[src/hdl/rv_fe_pkg.sv]
`default_nettype none

package rv_fe_pkg;

    typedef logic [31:0] arch_width_t;

    // first fetch address, zero is reserved to mark an empty slot
    localparam arch_width_t RESET_VEC = 32'h0000_0100;

    typedef enum logic [1:0] {
        PC_SEL_PC   = 2'd0,
        PC_SEL_INC4 = 2'd1,
        PC_SEL_ALU  = 2'd2
    } pc_sel_t;

    typedef enum logic {
        B_NT = 1'b0,
        B_T  = 1'b1
    } branch_t;

    typedef struct packed {
        pc_sel_t pc_sel;
        logic    pc_we;
        logic    bubble_dec;
    } fe_ctrl_t;

    localparam fe_ctrl_t FE_CTRL_INIT = '{pc_sel: PC_SEL_PC, pc_we: 1'b0, bubble_dec: 1'b0};

    typedef struct packed {
        logic to_dec;
        logic to_exe;
    } hazard_t;

    typedef struct packed {
        logic        valid;
        arch_width_t addr;
    } imem_req_t;

    typedef struct packed {
        logic        valid;
        arch_width_t data;
    } imem_rsp_t;

    typedef struct packed {
        arch_width_t pc;
        arch_width_t inst;
    } dec_slot_t;

    typedef struct packed {
        arch_width_t pc;
        arch_width_t inst;
        logic        is_branch;
        logic        is_jalr;
    } exe_slot_t;

    localparam logic [6:0] OPC_BRANCH = 7'h63;
    localparam logic [6:0] OPC_JALR   = 7'h67;

endpackage

`default_nettype wire

[src/hdl/rv_fe_pc_gen.sv]
`default_nettype none

module rv_fe_pc_gen
    import rv_fe_pkg::*;
(
    input  wire logic        clk,
    input  wire logic        rst,
    input  wire pc_sel_t     pc_sel,
    input  wire logic        pc_we,
    input  wire arch_width_t alu_target,
    output arch_width_t      pc
);

    arch_width_t pc_nx;

    // next fetch address
    always_comb begin
        case (pc_sel)
            PC_SEL_INC4: pc_nx = pc + 32'd4;
            PC_SEL_ALU:  pc_nx = alu_target;
            default:     pc_nx = pc;
        endcase
    end

    always_ff @(posedge clk) begin
        if (rst) begin
            pc <= RESET_VEC;
        end else if (pc_we) begin
            pc <= pc_nx;
        end
    end

endmodule

`default_nettype wire

[src/hdl/rv_fe_flow_decode.sv]
`default_nettype none

module rv_fe_flow_decode
    import rv_fe_pkg::*;
(
    input  wire dec_slot_t dec_slot,
    input  wire logic      dec_valid,
    output logic           branch_in_dec,
    output logic           jalr_in_dec,
    output fe_ctrl_t       decoded_fe_ctrl
);

    logic [6:0] opcode;

    assign opcode = dec_slot.inst[6:0];

    // jal is not treated as a flow change here
    assign branch_in_dec = dec_valid && (opcode == OPC_BRANCH);
    assign jalr_in_dec   = dec_valid && (opcode == OPC_JALR);

    // default front end control, controller overrides it on stalls
    always_comb begin
        decoded_fe_ctrl            = FE_CTRL_INIT;
        decoded_fe_ctrl.pc_sel     = PC_SEL_INC4;
        decoded_fe_ctrl.pc_we      = 1'b1;
        decoded_fe_ctrl.bubble_dec = 1'b0;
    end

endmodule

`default_nettype wire

[src/hdl/rv_fe_stage_reg.sv]
`default_nettype none

module rv_fe_stage_reg
    import rv_fe_pkg::*;
#(
    parameter type slot_t = dec_slot_t
) (
    input  wire logic  clk,
    input  wire logic  rst,
    input  wire logic  load,
    input  wire logic  hold,
    input  wire logic  bubble,
    input  wire slot_t slot_in,
    output logic       valid_out,
    output slot_t      slot_out
);

    // cleared slot reads as pc 0, the empty marker
    always_ff @(posedge clk) begin
        if (rst) begin
            valid_out <= 1'b0;
            slot_out  <= '0;
        end else if (!hold) begin
            if (bubble || !load) begin
                valid_out <= 1'b0;
                slot_out  <= '0;
            end else begin
                valid_out <= 1'b1;
                slot_out  <= slot_in;
            end
        end
    end

endmodule

`default_nettype wire

[src/hdl/rv_fe_ctrl.sv]
`default_nettype none

module rv_fe_ctrl
    import rv_fe_pkg::*;
(
    input  wire logic        clk,
    input  wire logic        rst,
    input  wire logic        req_ready,
    input  wire logic        rsp_valid,
    input  wire arch_width_t pc_dec,
    input  wire arch_width_t pc_exe,
    input  wire logic        branch_in_dec,
    input  wire logic        jalr_in_dec,
    input  wire logic        branch_in_exe,
    input  wire logic        jalr_in_exe,
    input  wire branch_t     branch_resolution,
    input  wire logic        dc_stalled,
    input  wire hazard_t     hazard,
    input  wire fe_ctrl_t    decoded_fe_ctrl,
    output logic             req_valid,
    output logic             rsp_ready,
    output fe_ctrl_t         fe_ctrl
);

    typedef enum logic [2:0] {
        RST,
        STEADY,
        STALL_FLOW,
        STALL_FE_IC,
        STALL_BE
    } stall_state_t;

    typedef struct packed {
        logic flow;
        logic icache;
        logic be;
    } stall_sources_t;

    stall_state_t   state;
    stall_state_t   state_nx;
    stall_sources_t stall_act;
    stall_sources_t stall_res;
    logic           branch_taken;
    logic           flow_update;
    logic           flow_fire;
    logic           stall_res_flow_d;
    logic           save_stall_entry;
    logic           clear_stall_entry;
    arch_width_t    stalled_pc;
    fe_ctrl_t       decoded_fe_ctrl_d;

    assign branch_taken = branch_in_exe && (branch_resolution == B_T);
    assign flow_update  = branch_taken || jalr_in_exe;

    assign stall_act.flow   = branch_in_dec || jalr_in_dec;
    assign stall_act.icache = !req_ready;
    assign stall_act.be     = dc_stalled || hazard.to_exe;

    // stalled instruction has reached execute
    assign stall_res.flow   = (stalled_pc == pc_exe) && (pc_exe != '0) && !hazard.to_exe;
    assign stall_res.icache = rsp_valid;
    assign stall_res.be     = !stall_act.be;

    // act once per resolution, even if execute is held afterwards
    assign flow_fire = stall_res.flow && stall_res.be && !stall_res_flow_d;

    always_ff @(posedge clk) begin
        if (rst) begin
            stall_res_flow_d <= 1'b0;
        end else begin
            stall_res_flow_d <= flow_fire;
        end
    end

    always_ff @(posedge clk) begin
        if (rst) begin
            state <= RST;
        end else begin
            state <= state_nx;
        end
    end

    always_comb begin
        state_nx          = state;
        save_stall_entry  = 1'b0;
        clear_stall_entry = 1'b0;

        case (state)
            RST: begin
                // boot request at the reset vector
                if (!stall_act.icache) begin
                    state_nx = STALL_FE_IC;
                end
            end

            STEADY: begin
                clear_stall_entry = 1'b1;
                if (stall_act.be) begin
                    state_nx = STALL_BE;
                end else if (stall_act.flow) begin
                    save_stall_entry = 1'b1;
                    state_nx         = STALL_FLOW;
                end else if (!stall_act.icache) begin
                    // wait for the word of the accepted request
                    state_nx = STALL_FE_IC;
                end
            end

            STALL_FLOW: begin
                if (flow_fire) begin
                    state_nx = STEADY;
                end
            end

            STALL_FE_IC: begin
                if (stall_res.icache && stall_res.be) begin
                    state_nx = STEADY;
                end
            end

            STALL_BE: begin
                if (stall_res.be) begin
                    state_nx = STEADY;
                end
            end

            default: state_nx = RST;
        endcase
    end

    always_ff @(posedge clk) begin
        if (rst) begin
            stalled_pc <= '0;
        end else if (save_stall_entry) begin
            stalled_pc <= pc_dec;
        end else if (clear_stall_entry) begin
            stalled_pc <= '0;
        end
    end

    always_ff @(posedge clk) begin
        if (rst) begin
            decoded_fe_ctrl_d <= FE_CTRL_INIT;
        end else begin
            decoded_fe_ctrl_d <= decoded_fe_ctrl;
        end
    end

    always_comb begin
        fe_ctrl            = FE_CTRL_INIT;
        fe_ctrl.pc_sel     = decoded_fe_ctrl_d.pc_sel;
        req_valid          = 1'b0;
        rsp_ready          = 1'b0;

        case (state)
            RST: begin
                // boot request goes out once reset is released
                fe_ctrl.pc_sel     = PC_SEL_PC;
                fe_ctrl.bubble_dec = 1'b1;
                req_valid          = !rst;
            end

            STEADY: begin
                // decode moves on to execute while the next word is requested
                fe_ctrl.pc_sel = PC_SEL_PC;
                req_valid      = !stall_act.be && !stall_act.flow;
            end

            STALL_FLOW: begin
                fe_ctrl.bubble_dec = 1'b1;
                if (flow_fire) begin
                    // pc already points past the branch on the not taken path
                    fe_ctrl.pc_sel = flow_update ? PC_SEL_ALU : PC_SEL_PC;
                    fe_ctrl.pc_we  = 1'b1;
                end
            end

            STALL_FE_IC: begin
                fe_ctrl.pc_sel     = PC_SEL_PC;
                fe_ctrl.bubble_dec = 1'b1;
                rsp_ready          = stall_res.be;
                if (stall_res.icache && stall_res.be) begin
                    // advance to the following address as the word returns
                    fe_ctrl.pc_sel     = decoded_fe_ctrl.pc_sel;
                    fe_ctrl.pc_we      = decoded_fe_ctrl.pc_we;
                    fe_ctrl.bubble_dec = 1'b0;
                end
            end

            STALL_BE: begin
                // no requests while the backend is busy
                fe_ctrl.pc_we = 1'b0;
            end

            default: ;
        endcase
    end

endmodule

`default_nettype wire

[src/hdl/rv_fe_top.sv]
`default_nettype none

module rv_fe_top
    import rv_fe_pkg::*;
(
    input  wire logic        clk,
    input  wire logic        rst,
    input  wire logic        req_ready,
    input  wire imem_rsp_t   imem_rsp,
    input  wire branch_t     branch_resolution,
    input  wire arch_width_t alu_target,
    input  wire logic        dc_stalled,
    input  wire hazard_t     hazard,
    output imem_req_t        imem_req,
    output logic             rsp_ready,
    output logic             exe_valid,
    output exe_slot_t        exe_slot
);

    arch_width_t pc;
    fe_ctrl_t    fe_ctrl;
    fe_ctrl_t    decoded_fe_ctrl;
    dec_slot_t   dec_slot;
    logic        dec_valid;
    logic        branch_in_dec;
    logic        jalr_in_dec;
    logic        req_valid;

    assign imem_req = '{valid: req_valid, addr: pc};

    rv_fe_pc_gen u_pc_gen (
        .clk        (clk),
        .rst        (rst),
        .pc_sel     (fe_ctrl.pc_sel),
        .pc_we      (fe_ctrl.pc_we),
        .alu_target (alu_target),
        .pc         (pc)
    );

    // pc still holds the address of the returning word
    rv_fe_stage_reg #(.slot_t(dec_slot_t)) u_dec_reg (
        .clk       (clk),
        .rst       (rst),
        .load      (imem_rsp.valid && rsp_ready),
        .hold      (dc_stalled || hazard.to_exe),
        .bubble    (1'b0),
        .slot_in   ('{pc: pc, inst: imem_rsp.data}),
        .valid_out (dec_valid),
        .slot_out  (dec_slot)
    );

    rv_fe_flow_decode u_flow_decode (
        .dec_slot        (dec_slot),
        .dec_valid       (dec_valid),
        .branch_in_dec   (branch_in_dec),
        .jalr_in_dec     (jalr_in_dec),
        .decoded_fe_ctrl (decoded_fe_ctrl)
    );

    rv_fe_stage_reg #(.slot_t(exe_slot_t)) u_exe_reg (
        .clk       (clk),
        .rst       (rst),
        .load      (dec_valid),
        .hold      (dc_stalled || hazard.to_exe),
        .bubble    (fe_ctrl.bubble_dec),
        .slot_in   ('{pc: dec_slot.pc, inst: dec_slot.inst,
                      is_branch: branch_in_dec, is_jalr: jalr_in_dec}),
        .valid_out (exe_valid),
        .slot_out  (exe_slot)
    );

    rv_fe_ctrl u_ctrl (
        .clk               (clk),
        .rst               (rst),
        .req_ready         (req_ready),
        .rsp_valid         (imem_rsp.valid),
        .pc_dec            (dec_slot.pc),
        .pc_exe            (exe_slot.pc),
        .branch_in_dec     (branch_in_dec),
        .jalr_in_dec       (jalr_in_dec),
        .branch_in_exe     (exe_slot.is_branch),
        .jalr_in_exe       (exe_slot.is_jalr),
        .branch_resolution (branch_resolution),
        .dc_stalled        (dc_stalled),
        .hazard            (hazard),
        .decoded_fe_ctrl   (decoded_fe_ctrl),
        .req_valid         (req_valid),
        .rsp_ready         (rsp_ready),
        .fe_ctrl           (fe_ctrl)
    );

endmodule

`default_nettype wire

[config.mk]
export PLATFORM = sky130hd
export DESIGN_NAME = rv_fe_top
export DESIGN_NICKNAME = d
export VERILOG_FILES = /design/src/hdl/rv_fe_pkg.sv /design/src/hdl/rv_fe_pc_gen.sv /design/src/hdl/rv_fe_flow_decode.sv /design/src/hdl/rv_fe_stage_reg.sv /design/src/hdl/rv_fe_ctrl.sv /design/src/hdl/rv_fe_top.sv
export SDC_FILE = /design/constraint.sdc
export NUM_CORES = 1
export LEC_CHECK = 0
export ABC_AREA = 1
export BUFFER_PORTS_ARGS = -buffer_cell sky130_fd_sc_hd__buf_4
export CAP_MARGIN = 20
export CORE_ASPECT_RATIO = 0.75
export CORE_MARGIN = 5
export CORE_UTILIZATION = 35
export CTS_BUF_LIST = sky130_fd_sc_hd__clkbuf_8
export DETAILED_ROUTE_END_ITERATION = 7
export RECOVER_POWER = 50
export SETUP_SLACK_MARGIN = 0.5
export SLEW_MARGIN = 20
export SYNTH_ARGS = -nofsm -noshare
export SYNTH_HDL_FRONTEND = slang
export SYNTH_SLANG_ARGS = --single-unit
[constraint.sdc]
create_clock -name clk -period 6 [get_ports clk]
set_input_delay 1.2 -clock clk [delete_from_list [all_inputs] [get_ports clk]]
set_output_delay 1.2 -clock clk [all_outputs]
set_load 0.005 [all_outputs]
# [Word level (Yosys, flattened, before mapping)]
# Index checks and enable logic that the tools add are counted.
[totals] mem_bits_ro=0 in_bits=72 ram_bits=0 n_memories=0 register_bits=201 latch_bits=0
[op_classes] bitwise=0 n_mul=0 reduce_logical=28 shift=0 div=0 mux=27 add_sub_neg=1 n_lt_le_gt_ge=0 n_eq_ne=12
[op_table] operator="$mux 66" n=1
[op_table] operator="$mux 32" n=2
[op_table] operator="$mux 64" n=1
[op_table] operator="$pmux 32 s2" n=1
[op_table] operator="$add 32x3->32 const B" n=1
[op_table] operator="$eq 32x32->1" n=1
[op_table] operator="$reduce_bool 32->1" n=1
[op_table] operator="$mux 3" n=9
[op_table] operator="$pmux 3 s5" n=1
[op_table] operator="$eq 7x7->1 const B" n=2
[op_table] operator="$logic_and 1x1->1" n=10
[op_table] operator="$mux 1" n=7
[op_table] operator="$eq 3x2->1 const B" n=2
[op_table] operator="$logic_not 1->1" n=6
[op_table] operator="$pmux 1 s2" n=3
[op_table] operator="$pmux 2 s3" n=1
[op_table] operator="$logic_or 1x1->1" n=4
[op_table] operator="$ne 2x1->1 const B" n=2
[op_table] operator="$reduce_bool 2->1" n=2
[op_table] operator="$reduce_or 2->1" n=2
[op_table] operator="$eq 3x1->1 const B" n=1
[op_table] operator="$eq 3x3->1 const B" n=1
[op_table] operator="$logic_not 3->1" n=1
[op_table] operator="$reduce_and 3->1" n=1
[op_table] operator="other kinds (5)" n=5

# [Depth between registers and ports, before layout]
# Gate-level depths: netlist of run 1.
[logic_depth] word_depth=10 mapped_depth=22

# [By module]
# Synthesis of run 1 repeated with hierarchy kept, for this count alone.
[hier_totals] hier_cells=1453 area_unflattened_um2=10376.2
[by_module_without_submodules] mod="rv_fe_stage_reg at u_exe_reg" area_per_inst_um2=2750.1 instances=1 cells_per_inst=298
[by_module_without_submodules] mod="rv_fe_stage_reg at u_dec_reg" area_per_inst_um2=2612.5 instances=1 cells_per_inst=289
[by_module_without_submodules] mod="rv_fe_ctrl" area_per_inst_um2=2566.2 instances=1 cells_per_inst=427
[by_module_without_submodules] mod="rv_fe_pc_gen" area_per_inst_um2=2341.0 instances=1 cells_per_inst=417
[by_module_without_submodules] mod="rv_fe_flow_decode" area_per_inst_um2=76.3 instances=1 cells_per_inst=15
[by_module_without_submodules] mod="rv_fe_top" area_per_inst_um2=30.0 instances=1 cells_per_inst=7

# [Worst setup path before layout of run 1]
# No wires, ideal clock.
[synth_timing] path_kind="input to register" start="input hazard[0] (netlist bit)" end="register u_pc_gen.pc[25]" stages=17 arrival_ns=3.401 path_slack_ns=2.528 n_path_buf=5 setup_time_ns=0.070 t_required_ns=5.930 path_cell_list="nor2_2 > inv_1 > buf_2 > nor4_4 > nand2_1 > inv_1 > buf_2 > a21oi_1 > ha_1 > clkbuf_1 > inv_1 > clkbuf_1 > clkbuf_1 > nand2_1 > nand2_1 > nand3_1 > a21oi_1"
[synth_via] elab_chain_len=9 word_cells_on_any_way=16 classes_between="2 x eq/ne; 5 x mux; 9 x reduce/logical"
[synth_lines] element="start: declaration" line="rv_fe_top.sv:13" text="input wire hazard_t hazard,"
[synth_lines] element="$logic_not 1->1 / $logic_or 1x1->1 (equally long branches)" line="rv_fe_ctrl.sv:60, rv_fe_ctrl.sv:57"
[synth_lines] element="$logic_and 1x1->1 / $logic_not 1->1 (equally long branches)" line="rv_fe_ctrl.sv:60, rv_fe_ctrl.sv:62"
[synth_lines] element="$logic_and 1x1->1 (2 in a row)" line="rv_fe_ctrl.sv:65" text="assign flow_fire = stall_res.flow && stall_res.be && !stall_res_flow_d;"
[synth_lines] element="$mux 3" line="rv_fe_ctrl.sv:171" text="if (flow_fire) begin"
[synth_lines] element="$pmux 2 s3" line="rv_fe_ctrl.sv:155" text="case (state)"
[synth_lines] element="$eq 2x1->1 / $eq 2x2->1 (equally long branches)" line="rv_fe_pc_gen.sv:18" text="case (pc_sel)"
[synth_lines] element="$reduce_bool 2->1 (no line)"
[synth_lines] element="$reduce_and 2->1 (no line)"
[synth_lines] element="end signal: assignment" line="rv_fe_pc_gen.sv:29" text="pc <= pc_nx;"
[synth_lines] element="end: declaration" line="rv_fe_pc_gen.sv:11" text="output arch_width_t pc"
# Several ways; a longest one is shown, not always the timed one.
# A chain may end at the register's enable or synchronous reset.

# [Final worst setup path of run 1]
[layout_timing] start="input hazard[0] (netlist bit)" end="register u_pc_gen.pc[17]"
# The elaborated chain is that of the path after synthesis.

==> run metrics, run 1 <==
ratio of cells with drive above 1 in the final layout 13.7%; count of buffers added by post-CTS timing repair for setup 0; final-layout setup total negative slack 0 ps; DRT antenna net count 0; maximum VDD drop 0.154 mV; count of pins over their slew limit 44; worst clock skew on the final layout roughly 19 ps; gate count of the mapped netlist ~1400; routability cong. a little over 0.9; depth of the most critical reg-to-reg path 20; Yosys warning count 0; Hold Vio Cnt, Final 0; max_cap viols 1; # hold bufs at CTS 0; post-route DRC violation count 0; Switching Power 0.734 mW; Post-Synthesis Net Count 1439; Power Density 254 nW/µm²; class of the most critical setup path in -> reg; IO Count 173; overall fraction of global-route tracks in use 19.1%; Critical Path Start Type primary input; final setup violating endpoints 0; Total Wirelength 28900 µm; die height 150 µm; leakage 4.26 nW; time the final worst path needs with I/O delays and setup 4300 ps; category of the worst setup path capture point flip-flop; sequential cell fraction of total power 48.2%; portion of total power attributed to combinational logic 8.5%; antenna violations before repair 1; CTS root buffer sky130_fd_sc_hd__clkbuf_8; pin slew with the least headroom to its limit 1520 ps; number of cell rows 51; Core Box Area 25800 µm²; total of cells resized after clock tree synthesis 0; arrival time at the worst endpoint 4710 ps; post-synth cell types 34; instance area after placement approximately 11000 µm²; capture point of the critical path u_pc_gen.pc[17]$_SDFFE_PP0P_; Critical R2R Capture u_pc_gen.pc[17]$_SDFFE_PP0P_; horizontal die dimension 197 µm; CTS tree built; required time of the critical path 6410 ps; Initial DRT Pass Iterations 5; Remaining Overflow, GRT 0; Primary FF master, synth sky130_fd_sc_hd__dfxtp_1; ordered list of cells on the worst path clkbuf_4 -> nor2_1 -> inv_4 -> nor2_1 -> nand3_1 -> nor2_1 -> nand2_1 -> nor2_1 -> nand3_1 -> nand2_1 -> nand2_1 -> a21oi_1 -> ha_1 -> buf_4 -> inv_1 -> or2_2 -> nand2_1 -> nand3_1 -> nand2_1 -> nor2_1; maximum clock insertion buffer count 3; commonest non-fill, non-tap cells in the layout sky130_fd_sc_hd__nand2_1 (553), sky130_fd_sc_hd__dfxtp_1 (201), sky130_fd_sc_hd__a21oi_1 (198), sky130_fd_sc_hd__nor2_1 (100), sky130_fd_sc_hd__inv_1 (86); final worst-path setup slack 1700 ps; fraction of synthesis flops using an asynchronous set or reset pin 0%; via total after detailed routing between 9000 and 10000; Starting DRT DRC Count 773; vias in the first global route 8433; startpoint of the worst setup timing path hazard[0]; CTS Buf Count 34; largest net degree at the start of global routing 109; Avg Synthesized Cell Area approximately 6.7 µm²; sequential share of the synthesized area 43.9%; violations in the final reports capacitance limit, slew limit; relative slew slack -1.73%; final design instance area without fill between 10000 and 15000 µm²; maximum operating frequency 233 MHz; setup slack at placement between 1000 and 1500 ps; H-Tree Level Count 2; starting utilization of the core area 35.4%; clock share of power 43.3%; share of the cycle needed by the critical path after routing around 72%; clock transition time at the flip-flop clock pins of the worst setup and hold paths 60 ps; most common library cell in the layout ignoring fill and taps sky130_fd_sc_hd__nand2_1; number of antenna diodes 0; number of buffer cells added on primary ports approximately 170; switching fraction of total power 26.0%; detailed-route wire length per cell roughly 15 µm; die area 29500 µm²; Hold Crit Class reg -> reg; post-layout total power roughly 2.8 mW; result of the run finished, violations left; post-DR vias/cell a little under 5; clock sink count 201; cell internal pwr 2.09 mW; source-to-sink clock delay at the later pin of the worst-skew pair 520 ps; Post-DP HPWL 20000 µm; cell area after technology mapping 9160 µm²; Final #Nets 1579; Slowest cell on crit path sky130_fd_sc_hd__inv_1; RSZ-0062 raised after global routing no; Largest stage delay, worst path 520 ps; first-pass GRT wire length roughly 46000 µm; area added between synthesis and finish 21.2%; post-synthesis sequential element count 201; startpoint of the worst register-to-register path u_exe_reg.slot_out[52]$_SDFFE_PP0N_; number of flops mapped to enable cells by yosys 0; peak fanout along the critical path 55; reg2reg setup slack 2490 ps
-- logic make-up after synthesis --
logic type,after synthesis,synth area share (%)
AND/OR/NAND/NOR,765,33.7
AO/OA/AOI/OAI,222,12.2
flip-flops,201,43.9
buffers and inverters,151,7.54
XOR/XNOR,22,2.10
multiplexers,2,0.219
adder cells (fa/ha/maj),2,0.273
-- Yosys cell counts (2+ instances only) --
master	n	area, µm²
sky130_fd_sc_hd__nand3_1	65	325
sky130_fd_sc_hd__inv_2	3	11.3
sky130_fd_sc_hd__nor2_1	99	372
sky130_fd_sc_hd__o21ai_0	21	105
sky130_fd_sc_hd__dfxtp_1	201	4020
sky130_fd_sc_hd__or2_2	5	31.3
sky130_fd_sc_hd__a21oi_1	198	991
sky130_fd_sc_hd__buf_6	7	78.8
sky130_fd_sc_hd__nor2_2	2	12.5
sky130_fd_sc_hd__nor3_1	18	90.1
sky130_fd_sc_hd__nand2_1	553	2080
sky130_fd_sc_hd__inv_1	73	274
sky130_fd_sc_hd__buf_4	15	113
sky130_fd_sc_hd__nand4_1	6	37.5
sky130_fd_sc_hd__xor2_1	8	70.1
sky130_fd_sc_hd__ha_1	2	25.0
sky130_fd_sc_hd__buf_2	3	15.0
sky130_fd_sc_hd__buf_1	2	7.51
sky130_fd_sc_hd__xnor2_1	14	123
sky130_fd_sc_hd__and2_1	3	18.8
sky130_fd_sc_hd__clkbuf_1	47	176
sky130_fd_sc_hd__mux2i_1	2	20.0
sky130_fd_sc_hd__nand3b_1	7	52.6
-- sequential cells by signal (all words and copies together), names as in the netlist --
| signal | cells |
|---|---|
| u_exe_reg.slot_out | 66 |
| u_dec_reg.slot_out | 64 |
| u_ctrl.stalled_pc | 32 |
| u_pc_gen.pc | 32 |
| u_ctrl.state | 3 |
| u_ctrl.decoded_fe_ctrl_d | 1 |
| u_ctrl.stall_res_flow_d | 1 |
| u_dec_reg.valid_out | 1 |
| u_exe_reg.valid_out | 1 |
-- worst min path at each step --
stage	slack [ps]	depth (start not counted)	end	from
2_1_floorplan	440	2	u_exe_reg.slot_out[10]$_SDFFE_PP0N_	u_dec_reg.slot_out[8]$_SDFFE_PP0N_
3_3_place_gp	450	2	u_exe_reg.slot_out[28]$_SDFFE_PP0N_	u_dec_reg.slot_out[26]$_SDFFE_PP0N_
3_5_place_dp	450	2	u_exe_reg.slot_out[9]$_SDFFE_PP0N_	u_dec_reg.slot_out[7]$_SDFFE_PP0N_
4_1_cts	460	2	u_exe_reg.slot_out[32]$_SDFFE_PP0N_	u_dec_reg.slot_out[30]$_SDFFE_PP0N_
5_1_grt	470	2	u_exe_reg.slot_out[30]$_SDFFE_PP0N_	u_dec_reg.slot_out[28]$_SDFFE_PP0N_
6_report	450	2	u_exe_reg.slot_out[32]$_SDFFE_PP0N_	u_dec_reg.slot_out[30]$_SDFFE_PP0N_
-- final cells by class --
cell class / count / area (µm²)
multi-input cells: 1013 / 4440
flip-flops and latches: 201 / 4020
well taps: 344 / 430
inverters: 76 / 288
clock buffers: 45 / 619
fillers: 2764 / 14700
repair buffers: 179 / 1230
clock inverters: 16 / 63.8
-- stage by stage --
| stage | util (%) | instances | hold WS (ps) |
|---|---|---|---|
| after floorplan | - | 1365 | 439 |
| after global placement | 40.7 | 1813 | 446 |
| after detailed placement | 40.7 | 1813 | 451 |
| after CTS | 43.4 | 1874 | 460 |
| after global routing | 43.0 | 1874 | 465 |
| final | 43.0 | 1874 | 450 |
-- per-layer routing --
| layer | GRT usage [%] | vias to the layer above | share of wire (%) |
|---|---|---|---|
| met5 | 0 | - | 0.031 |
| met4 | 4.68 | 2 | 1.8 |
| met3 | 4.91 | 44 | 7.5 |
| met2 | 26.5 | 263 | 40 |
| met1 | 29.1 | 4195 | 50 |
| li1 | - | 4621 | - |
-- critical path: cells and delay by family --
| kind | cells | cell delay (ps) |
|---|---|---|
| and+or+nand+nor | 14 | 1930 |
| buffers and inverters | 4 | 1270 |
| AOI/OAI and AO/OA | 1 | 140 |
| adders and majority gates | 1 | 180 |
-- power groups by stage --
| stage | combinational, mW | clock [mW] | sequential [mW] |
|---|---|---|---|
| floorplan | 0.152 | 0 | 1.39 |
| global placement | 0.241 | 0 | 1.39 |
| detailed placement | 0.242 | 0 | 1.39 |
| CTS | 0.242 | 1.27 | 1.36 |
| global route | 0.266 | 1.32 | 1.36 |
| finish | 0.241 | 1.22 | 1.36 |
(Power assumes the default switching activity.)
==> inputs of run 2 (changes only) <==
--- a/config.mk
+++ b/config.mk
@@ -5,7 +5,7 @@
 export SDC_FILE = /design/constraint.sdc
 export NUM_CORES = 1
 export LEC_CHECK = 0
-export ABC_AREA = 1
+export ABC_AREA = 0
 export BUFFER_PORTS_ARGS = -buffer_cell sky130_fd_sc_hd__buf_4
 export CAP_MARGIN = 20
 export CORE_ASPECT_RATIO = 0.75
==> constraint.sdc (replaced) <==
create_clock -name clk -period 4 [get_ports clk]
set_input_delay 0.8 -clock clk [delete_from_list [all_inputs] [get_ports clk]]
set_output_delay 0.8 -clock clk [all_outputs]
set_load 0.005 [all_outputs]
==> run 2 against run 1 <==
The run still ends with capacitance limit, slew limit left; highest routed layer is now met4; final cell count is 25% lower; combinational power decreased by 13%; die area shrank 9.7%; largest cell class is now flip-flops and latches; sequential share of layout area grew 2.7 points.
==> run metrics, run 2 <==
pin slew with the least headroom to its limit 1770 ps (+247 ps); clock sink count 201 (unchanged); peak fanout along the critical path 26 (-53%); Core Box Area 23100 µm² (-11%); number of buffer cells added on primary ports 171 (unchanged); Remaining Overflow, GRT 0 (unchanged); Starting DRT DRC Count 661 (-14%); post-route DRC violation count 0 (unchanged); count of non-filler cells in the finished layout 1398 (-25%); fill cell count 2353 (-15%); number of flops mapped to enable cells by yosys 0 (unchanged); routability cong. 0.814 (-11%); area added between synthesis and finish 25.8%; Total Wirelength 25000 µm (-13%); largest area contributor in the netlist sky130_fd_sc_hd__dfxtp_1; time the final worst path needs with I/O delays and setup 3490 ps; count of pins over their slew limit 34 (-23%); die height 143 µm (-4.9%); Primary FF master, synth sky130_fd_sc_hd__dfxtp_1; post-layout total power 3.95 mW (+40%); instance area after placement 9730 µm² (-7.6%); fraction of synthesis flops using an asynchronous set or reset pin 0% (unchanged); area fraction of the dominant cell type after synthesis 49.0% (+5.0 points); post-DR vias/cell 5.44 (+12%); vias in the first global route 6995 (-17%); violations in the final reports capacitance limit, slew limit; commonest non-fill, non-tap cells in the layout sky130_fd_sc_hd__dfxtp_1 (201), sky130_fd_sc_hd__nor2_1 (188), sky130_fd_sc_hd__a22oi_1 (161), sky130_fd_sc_hd__buf_4 (85), sky130_fd_sc_hd__clkbuf_4 (76); Area contributors post-synth sky130_fd_sc_hd__dfxtp_1 (49%), sky130_fd_sc_hd__a22oi_1 (15%), sky130_fd_sc_hd__nor2_1 (8.6%); cell count after placement 1339 (-26%); IO Count 173 (unchanged); DRT antenna net count 0 (unchanged); die area 26700 µm² (-9.7%); top cells by instance count after synthesis sky130_fd_sc_hd__dfxtp_1 (201), sky130_fd_sc_hd__nor2_1 (188), sky130_fd_sc_hd__a22oi_1 (161), sky130_fd_sc_hd__clkbuf_1 (60), sky130_fd_sc_hd__a21oi_1 (43); max_cap viols 1 (unchanged); capture point of the critical path u_pc_gen.pc[21]$_SDFFE_PP0P_; RSZ-0062 raised after global routing yes; Hold Crit Class reg -> reg; leakage 4.02 nW (-5.7%); most used standard cell by instance count after synthesis sky130_fd_sc_hd__dfxtp_1; Post-DP HPWL 16300 µm (-18%); required time of the critical path 4400 ps (-2010 ps); # hold bufs at CTS 0 (unchanged); horizontal die dimension 187 µm (-5.0%); via total after detailed routing 7611 (-17%); largest registers ranked by flip-flop count u_exe_reg.slot_out x66, u_dec_reg.slot_out x64; maximum clock insertion buffer count 3 (unchanged); share of the cycle needed by the critical path after routing 87.2%; arrival time at the worst endpoint 3890 ps (-820 ps); startpoint of the worst register-to-register path u_exe_reg.slot_out[54]$_SDFFE_PP0N_; source-to-sink clock delay at the later pin of the worst-skew pair 510 ps (about the same); maximum operating frequency 287 MHz; number of antenna diodes 0 (unchanged); cell area after technology mapping 8220 µm² (-10%); final design instance area without fill 10300 µm² (-6.9%); result of the run finished, violations left; overall fraction of global-route tracks in use 17.7% (-1.4 points); register ranked first by flip-flop count u_exe_reg.slot_out; largest net degree at the start of global routing 137 (+26%); Yosys warning count 0 (unchanged); class of the most critical setup path reg -> reg; startpoint of the worst setup timing path u_exe_reg.slot_out[54]$_SDFFE_PP0N_; post-synth cell types 63 (+85%); category of the worst setup path capture point flip-flop; Power Density 382 nW/µm² (+50%); clock transition time at the flip-flop clock pins of the worst setup and hold paths 60 ps (about the same); number of cell rows 48 (-5.9%); starting utilization of the core area 35.6% (+0.20 points); ratio of cells with drive above 1 in the final layout 21.8% (+8.0 points); worst clock skew on the final layout 16.1 ps (-3.22 ps); reg2reg setup slack 510 ps (-1980 ps); final-layout setup total negative slack 0 ps (unchanged); sequential share of the synthesized area 49.0% (+5.0 points); Hold Vio Cnt, Final 0 (unchanged); worst hold margin 493 ps (+42.1 ps); Final Util 44.8% (+1.9 points); CTS root buffer sky130_fd_sc_hd__clkbuf_8; CTS tree built; Initial DRT Pass Iterations 5 (unchanged); Critical Path Start Type flip-flop; H-Tree Level Count 2 (unchanged); final setup violating endpoints 0 (unchanged); post-synthesis sequential element count 201 (unchanged); CTS Buf Count 34 (unchanged); detailed-route wire length per cell 17.9 µm (+16%); first-pass GRT wire length 38800 µm (-15%); most common library cell in the layout ignoring fill and taps sky130_fd_sc_hd__dfxtp_1; depth of the most critical reg-to-reg path 13 (-35%); maximum VDD drop 0.167 mV (+8.7%); gate count of the mapped netlist 936 (-31%); Final #Nets 1151 (-27%); relative slew slack -18.1% (-16 points); antenna violations before repair 0 (-1); final worst-path setup slack 512 ps (-1190 ps); setup slack at placement 180 ps (-1070 ps); Critical R2R Capture u_pc_gen.pc[21]$_SDFFE_PP0P_; flip-flop count of the largest register, all copies and words added 66 (unchanged); Avg Synthesized Cell Area 8.78 µm² (+31%); Post-Synthesis Net Count 1010 (-30%)
run 2: critical path, cell delays in order, from the launching register on:
cell and delay, ps:
sky130_fd_sc_hd__dfxtp_1 430, sky130_fd_sc_hd__xor2_1 180, sky130_fd_sc_hd__nor4_1 460, sky130_fd_sc_hd__o2111ai_2 210, sky130_fd_sc_hd__or3_4 380, sky130_fd_sc_hd__a21o_1 180
sky130_fd_sc_hd__a21oi_1 150, sky130_fd_sc_hd__ha_2 290, sky130_fd_sc_hd__nor2b_1 120, sky130_fd_sc_hd__and4_4 250, sky130_fd_sc_hd__a31oi_2 130, sky130_fd_sc_hd__buf_12 190
sky130_fd_sc_hd__and3_1 180, sky130_fd_sc_hd__a211o_1 220
run 2: per-layer routing:
layer,up-vias,GRT usage (%),part of all wire [%]
met5,-,0,0
met4,0,4.28,1.4
met3,32,4.96,7.2
met2,266,25.0,42
met1,3618,26.6,49
li1,3695,-,-
run 2: how the worst min path moves through the flow:
stage,from,end,slack (ps),cells after the start
after floorplan,u_dec_reg.valid_out$_SDFFE_PP0N_,u_dec_reg.valid_out$_SDFFE_PP0N_,450,2
final,u_dec_reg.slot_out[17]$_SDFFE_PP0N_,u_exe_reg.slot_out[19]$_SDFFE_PP0N_,490,2
after detailed placement,u_dec_reg.slot_out[16]$_SDFFE_PP0N_,u_exe_reg.slot_out[18]$_SDFFE_PP0N_,480,2
after global routing,alu_target[0],u_pc_gen.pc[0]$_SDFFE_PP0P_,500,2
after CTS,imem_rsp[12],u_dec_reg.slot_out[12]$_SDFFE_PP0N_,490,3
after global placement,u_dec_reg.slot_out[20]$_SDFFE_PP0N_,u_exe_reg.slot_out[22]$_SDFFE_PP0N_,470,2
run 2: cell families (layout without fill, tap and decap cells):
| group | after synthesis | in the layout | share of synthesized area, % |
|---|---|---|---|
| simple gates | 325 | 325 | 18.2 |
| compound gates | 282 | 282 | 24.2 |
| flops | 201 | 201 | 49.0 |
| buf+inv | 90 | 252 | 4.40 |
| xor+xnor | 33 | 33 | 3.52 |
| mux | 3 | 3 | 0.365 |
| fa+ha+maj | 2 | 2 | 0.304 |
run 2: where the power goes:
| group | total, mW | leakage (nW) | internal (mW) | switching, mW |
|---|---|---|---|---|
| Sequential | 2.03 | 1.62 | 2.01 | 0.0216 |
| Combinational | 0.209 | 2.03 | 0.0813 | 0.128 |
| Clock | 1.71 | 0.372 | 0.903 | 0.803 |
| Total | 3.95 | 4.02 | 3.00 | 0.952 |
run 2: layout make-up:
type	instances	area, µm²	share of cell area, %
repair buffers	189	1410	13.6
clock inverters	17	68.8	0.666
flip-flops and latches	201	4020	38.9
multi-input cells	645	3890	37.6
inverters	6	22.5	0.218
clock buffers	40	551	5.33
well taps	300	375	3.63
run 2: timing repair:
item,in CTS,in global routing
pin swaps,0,2
resized for setup,1,13
cloned,0,0
buffers inserted,0,2
setup endpoints to repair,13,30
==> inputs of run 3 (changes only) <==
--- a/config.mk
+++ b/config.mk
@@ -10,9 +10,11 @@
 export CAP_MARGIN = 20
 export CORE_ASPECT_RATIO = 0.75
 export CORE_MARGIN = 5
-export CORE_UTILIZATION = 35
+export CORE_UTILIZATION = 48
 export CTS_BUF_LIST = sky130_fd_sc_hd__clkbuf_8
+export CTS_CLUSTER_DIAMETER = 30
 export DETAILED_ROUTE_END_ITERATION = 7
+export PLACE_DENSITY = 0.72
 export RECOVER_POWER = 50
 export SETUP_SLACK_MARGIN = 0.5
 export SLEW_MARGIN = 20
==> constraint.sdc (replaced) <==
create_clock -name clk -period 4 [get_ports clk]
set_input_delay 0.4 -clock clk [delete_from_list [all_inputs] [get_ports clk]]
set_output_delay 0.4 -clock clk [all_outputs]
set_load 0.005 [all_outputs]
==> run 3 against run 2 <==
The run still ends with capacitance limit, slew limit left; clock power grew 6%; count of clock-buffer cells in the layout increased by 3; via count is 1.4% higher; critical path depth unchanged; combinational power is essentially flat; hold slack got worse by 350 ps; total power rose by 2.7%; final cell count is 5.6% lower; sequential share of layout area is 0.28 points higher; cell area down 0.73%; largest cell class unchanged; highest routed layer unchanged.
==> run metrics, run 3 (same netlist as run 2, synthesis figures left out) <==
final setup violating endpoints 0 (unchanged); Critical Path Start Type flip-flop; commonest non-fill, non-tap cells in the layout sky130_fd_sc_hd__dfxtp_1 (201), sky130_fd_sc_hd__nor2_1 (187), sky130_fd_sc_hd__a22oi_1 (161), sky130_fd_sc_hd__buf_4 (87), sky130_fd_sc_hd__clkbuf_4 (75); first-pass GRT wire length 37600 µm (-3.1%); via total after detailed routing 7716 (+1.4%); worst clock skew on the final layout 24.5 ps (+8.46 ps); count of pins over their slew limit 36 (+5.9%); Starting DRT DRC Count 789 (+19%); starting utilization of the core area 48.8% (+13 points); Post-DP HPWL 15200 µm (-6.9%); share of the cycle needed by the critical path after routing 87.9% (+0.73 points); Hold Vio Cnt, Final 0 (unchanged); CTS tree built; source-to-sink clock delay at the later pin of the worst-skew pair 500 ps (about the same); post-DR vias/cell 5.85 (+7.4%); startpoint of the tightest hold check path imem_rsp[27]; overall fraction of global-route tracks in use 22.9% (+5.2 points); max_cap viols 1 (unchanged); post-layout total power 4.05 mW (+2.7%); maximum clock insertion buffer count 3 (unchanged); leakage 4.01 nW (-0.24%); ratio of cells with drive above 1 in the final layout 22.4% (+0.59 points); startpoint of the worst setup timing path u_exe_reg.slot_out[49]$_SDFFE_PP0N_; IO Count 173 (unchanged); routability cong. 0.878 (+7.8%); die area 19900 µm² (-26%); required time of the critical path 4390 ps (about the same); violations in the final reports capacitance limit, slew limit; number of cell rows 41 (-15%); startpoint of the worst register-to-register path u_exe_reg.slot_out[49]$_SDFFE_PP0N_; register ranked first by flip-flop count u_exe_reg.slot_out; horizontal die dimension 161 µm (-14%); Final #Nets 1156 (+0.43%); largest net degree at the start of global routing 75 (-45%); number of buffer cells added on primary ports 171 (unchanged); final-layout setup total negative slack 0 ps (unchanged); time the final worst path needs with I/O delays and setup 3520 ps (+29.2 ps); peak fanout along the critical path 26 (unchanged); maximum VDD drop 0.271 mV (+62%); class of the most critical setup path reg -> reg; area added between synthesis and finish 24.9%; Power Density 395 nW/µm² (+3.4%); vias in the first global route 7051 (+0.80%); category of the worst setup path capture point flip-flop; largest registers ranked by flip-flop count u_exe_reg.slot_out x66, u_dec_reg.slot_out x64; DRT antenna net count 0 (unchanged); fill cell count 1548 (-34%); RSZ-0062 raised after global routing no; Remaining Overflow, GRT 0 (unchanged); Hold Crit Class in -> reg; Initial DRT Pass Iterations 5 (unchanged); maximum operating frequency 284 MHz (-0.83%); clock transition time at the flip-flop clock pins of the worst setup and hold paths 70 ps (about the same); flip-flop count of the largest register, all copies and words added 66 (unchanged); relative slew slack -16.8% (+1.2 points); antenna violations before repair 0 (unchanged); Core Box Area 16800 µm² (-27%); CTS root buffer sky130_fd_sc_hd__clkbuf_8; pin slew with the least headroom to its limit 1750 ps (-18.7 ps); clock sink count 201 (unchanged); die height 123 µm (-14%); number of antenna diodes 0 (unchanged); arrival time at the worst endpoint 3910 ps (+20 ps); # hold bufs at CTS 0 (unchanged); result of the run finished, violations left; most common library cell in the layout ignoring fill and taps sky130_fd_sc_hd__dfxtp_1; Total Wirelength 23900 µm (-4.4%); H-Tree Level Count 2 (unchanged); post-route DRC violation count 0 (unchanged); CTS Buf Count 36 (+5.9%); detailed-route wire length per cell 18.1 µm (+1.3%)
==> run 3: changes by cell type in the layout (fill, tap and decap cells not counted), moves of 2 or more <==
cell                       change
sky130_fd_sc_hd__clkinv_2      +6
sky130_fd_sc_hd__clkbuf_8      +3
sky130_fd_sc_hd__nor4_2        -2
sky130_fd_sc_hd__inv_1         -6
sky130_fd_sc_hd__buf_4         +2
sky130_fd_sc_hd__clkbuf_1      +4
sky130_fd_sc_hd__nor4_1        +2
sky130_fd_sc_hd__buf_12        -3
==> run 3: power by group <==
part	internal (mW)	total [mW]	switching [mW]
Combinational	0.0810	0.210	0.129
Sequential	2.01	2.03	0.0201
Clock	0.977	1.81	0.835
Total	3.07	4.05	0.984
==> run 3: area by class of cell <==
| class | count | area [µm²] | share of cell area [%] |
|---|---|---|---|
| Multi-Input combinational cell | 646 | 3900 | 38.0 |
| Sequential cell | 201 | 4020 | 39.2 |
| Inverter | 6 | 22.5 | 0.219 |
| Clock inverter | 18 | 83.8 | 0.817 |
| Timing Repair Buffer | 191 | 1380 | 13.4 |
| Clock buffer | 43 | 592 | 5.77 |
| Tap cell | 215 | 269 | 2.62 |
==> run 3: path summary, 6_finish.rpt <==
path	endpoint	cells after the start	slack (ps)
setup / recovery	u_pc_gen.pc[21]$_SDFFE_PP0P_	13	480
hold / removal	u_dec_reg.slot_out[27]$_SDFFE_PP0N_	3	150
setup reg to reg	u_pc_gen.pc[21]$_SDFFE_PP0P_	13	480
hold reg to reg	u_exe_reg.slot_out[9]$_SDFFE_PP0N_	2	490
==> run 3: what timing repair did <==
action                                  4_1_cts  5_1_grt
resized for setup                             2       11
pin swaps                                     0        5
endpoints found under the setup margin       11       30
setup buffers                                 0        7
cloned                                        0        1
==> run 3: layer usage <==
layer / share of wire [%] / track usage [%] / up-vias
li1: - / - / 3734
met1: 47 / 33.6 / 3696
met2: 43 / 32.6 / 257
met3: 8.7 / 7.30 / 29
met4: 1.2 / 5.33 / 0
met5: 0 / 0 / -
==> run 3: critical path, stage by stage, from the launching register on <==
cell and delay [ps]:
sky130_fd_sc_hd__dfxtp_1 440, sky130_fd_sc_hd__xor2_1 120, sky130_fd_sc_hd__nor4_1 400, sky130_fd_sc_hd__o2111ai_2 210, sky130_fd_sc_hd__or3_4 440, sky130_fd_sc_hd__a21o_1 180, sky130_fd_sc_hd__a21oi_1 150, sky130_fd_sc_hd__ha_2 300
sky130_fd_sc_hd__nor2b_1 130, sky130_fd_sc_hd__and4_4 290, sky130_fd_sc_hd__a31oi_2 120, sky130_fd_sc_hd__buf_6 210, sky130_fd_sc_hd__and3_1 200, sky130_fd_sc_hd__a211o_1 220
==> run 3: stage by stage <==
stage	hold slack, ps	instance area [µm²]	setup slack, ps	utilization (%)	std cells
after floorplan	450	8220	675	-	936
after global placement	473	9580	501	56.9	1251
after detailed placement	485	9580	367	56.9	1251
after CTS	130	10300	514	61.0	1312
after global routing	127	10300	270	61.0	1320
final	147	10300	483	61.0	1320
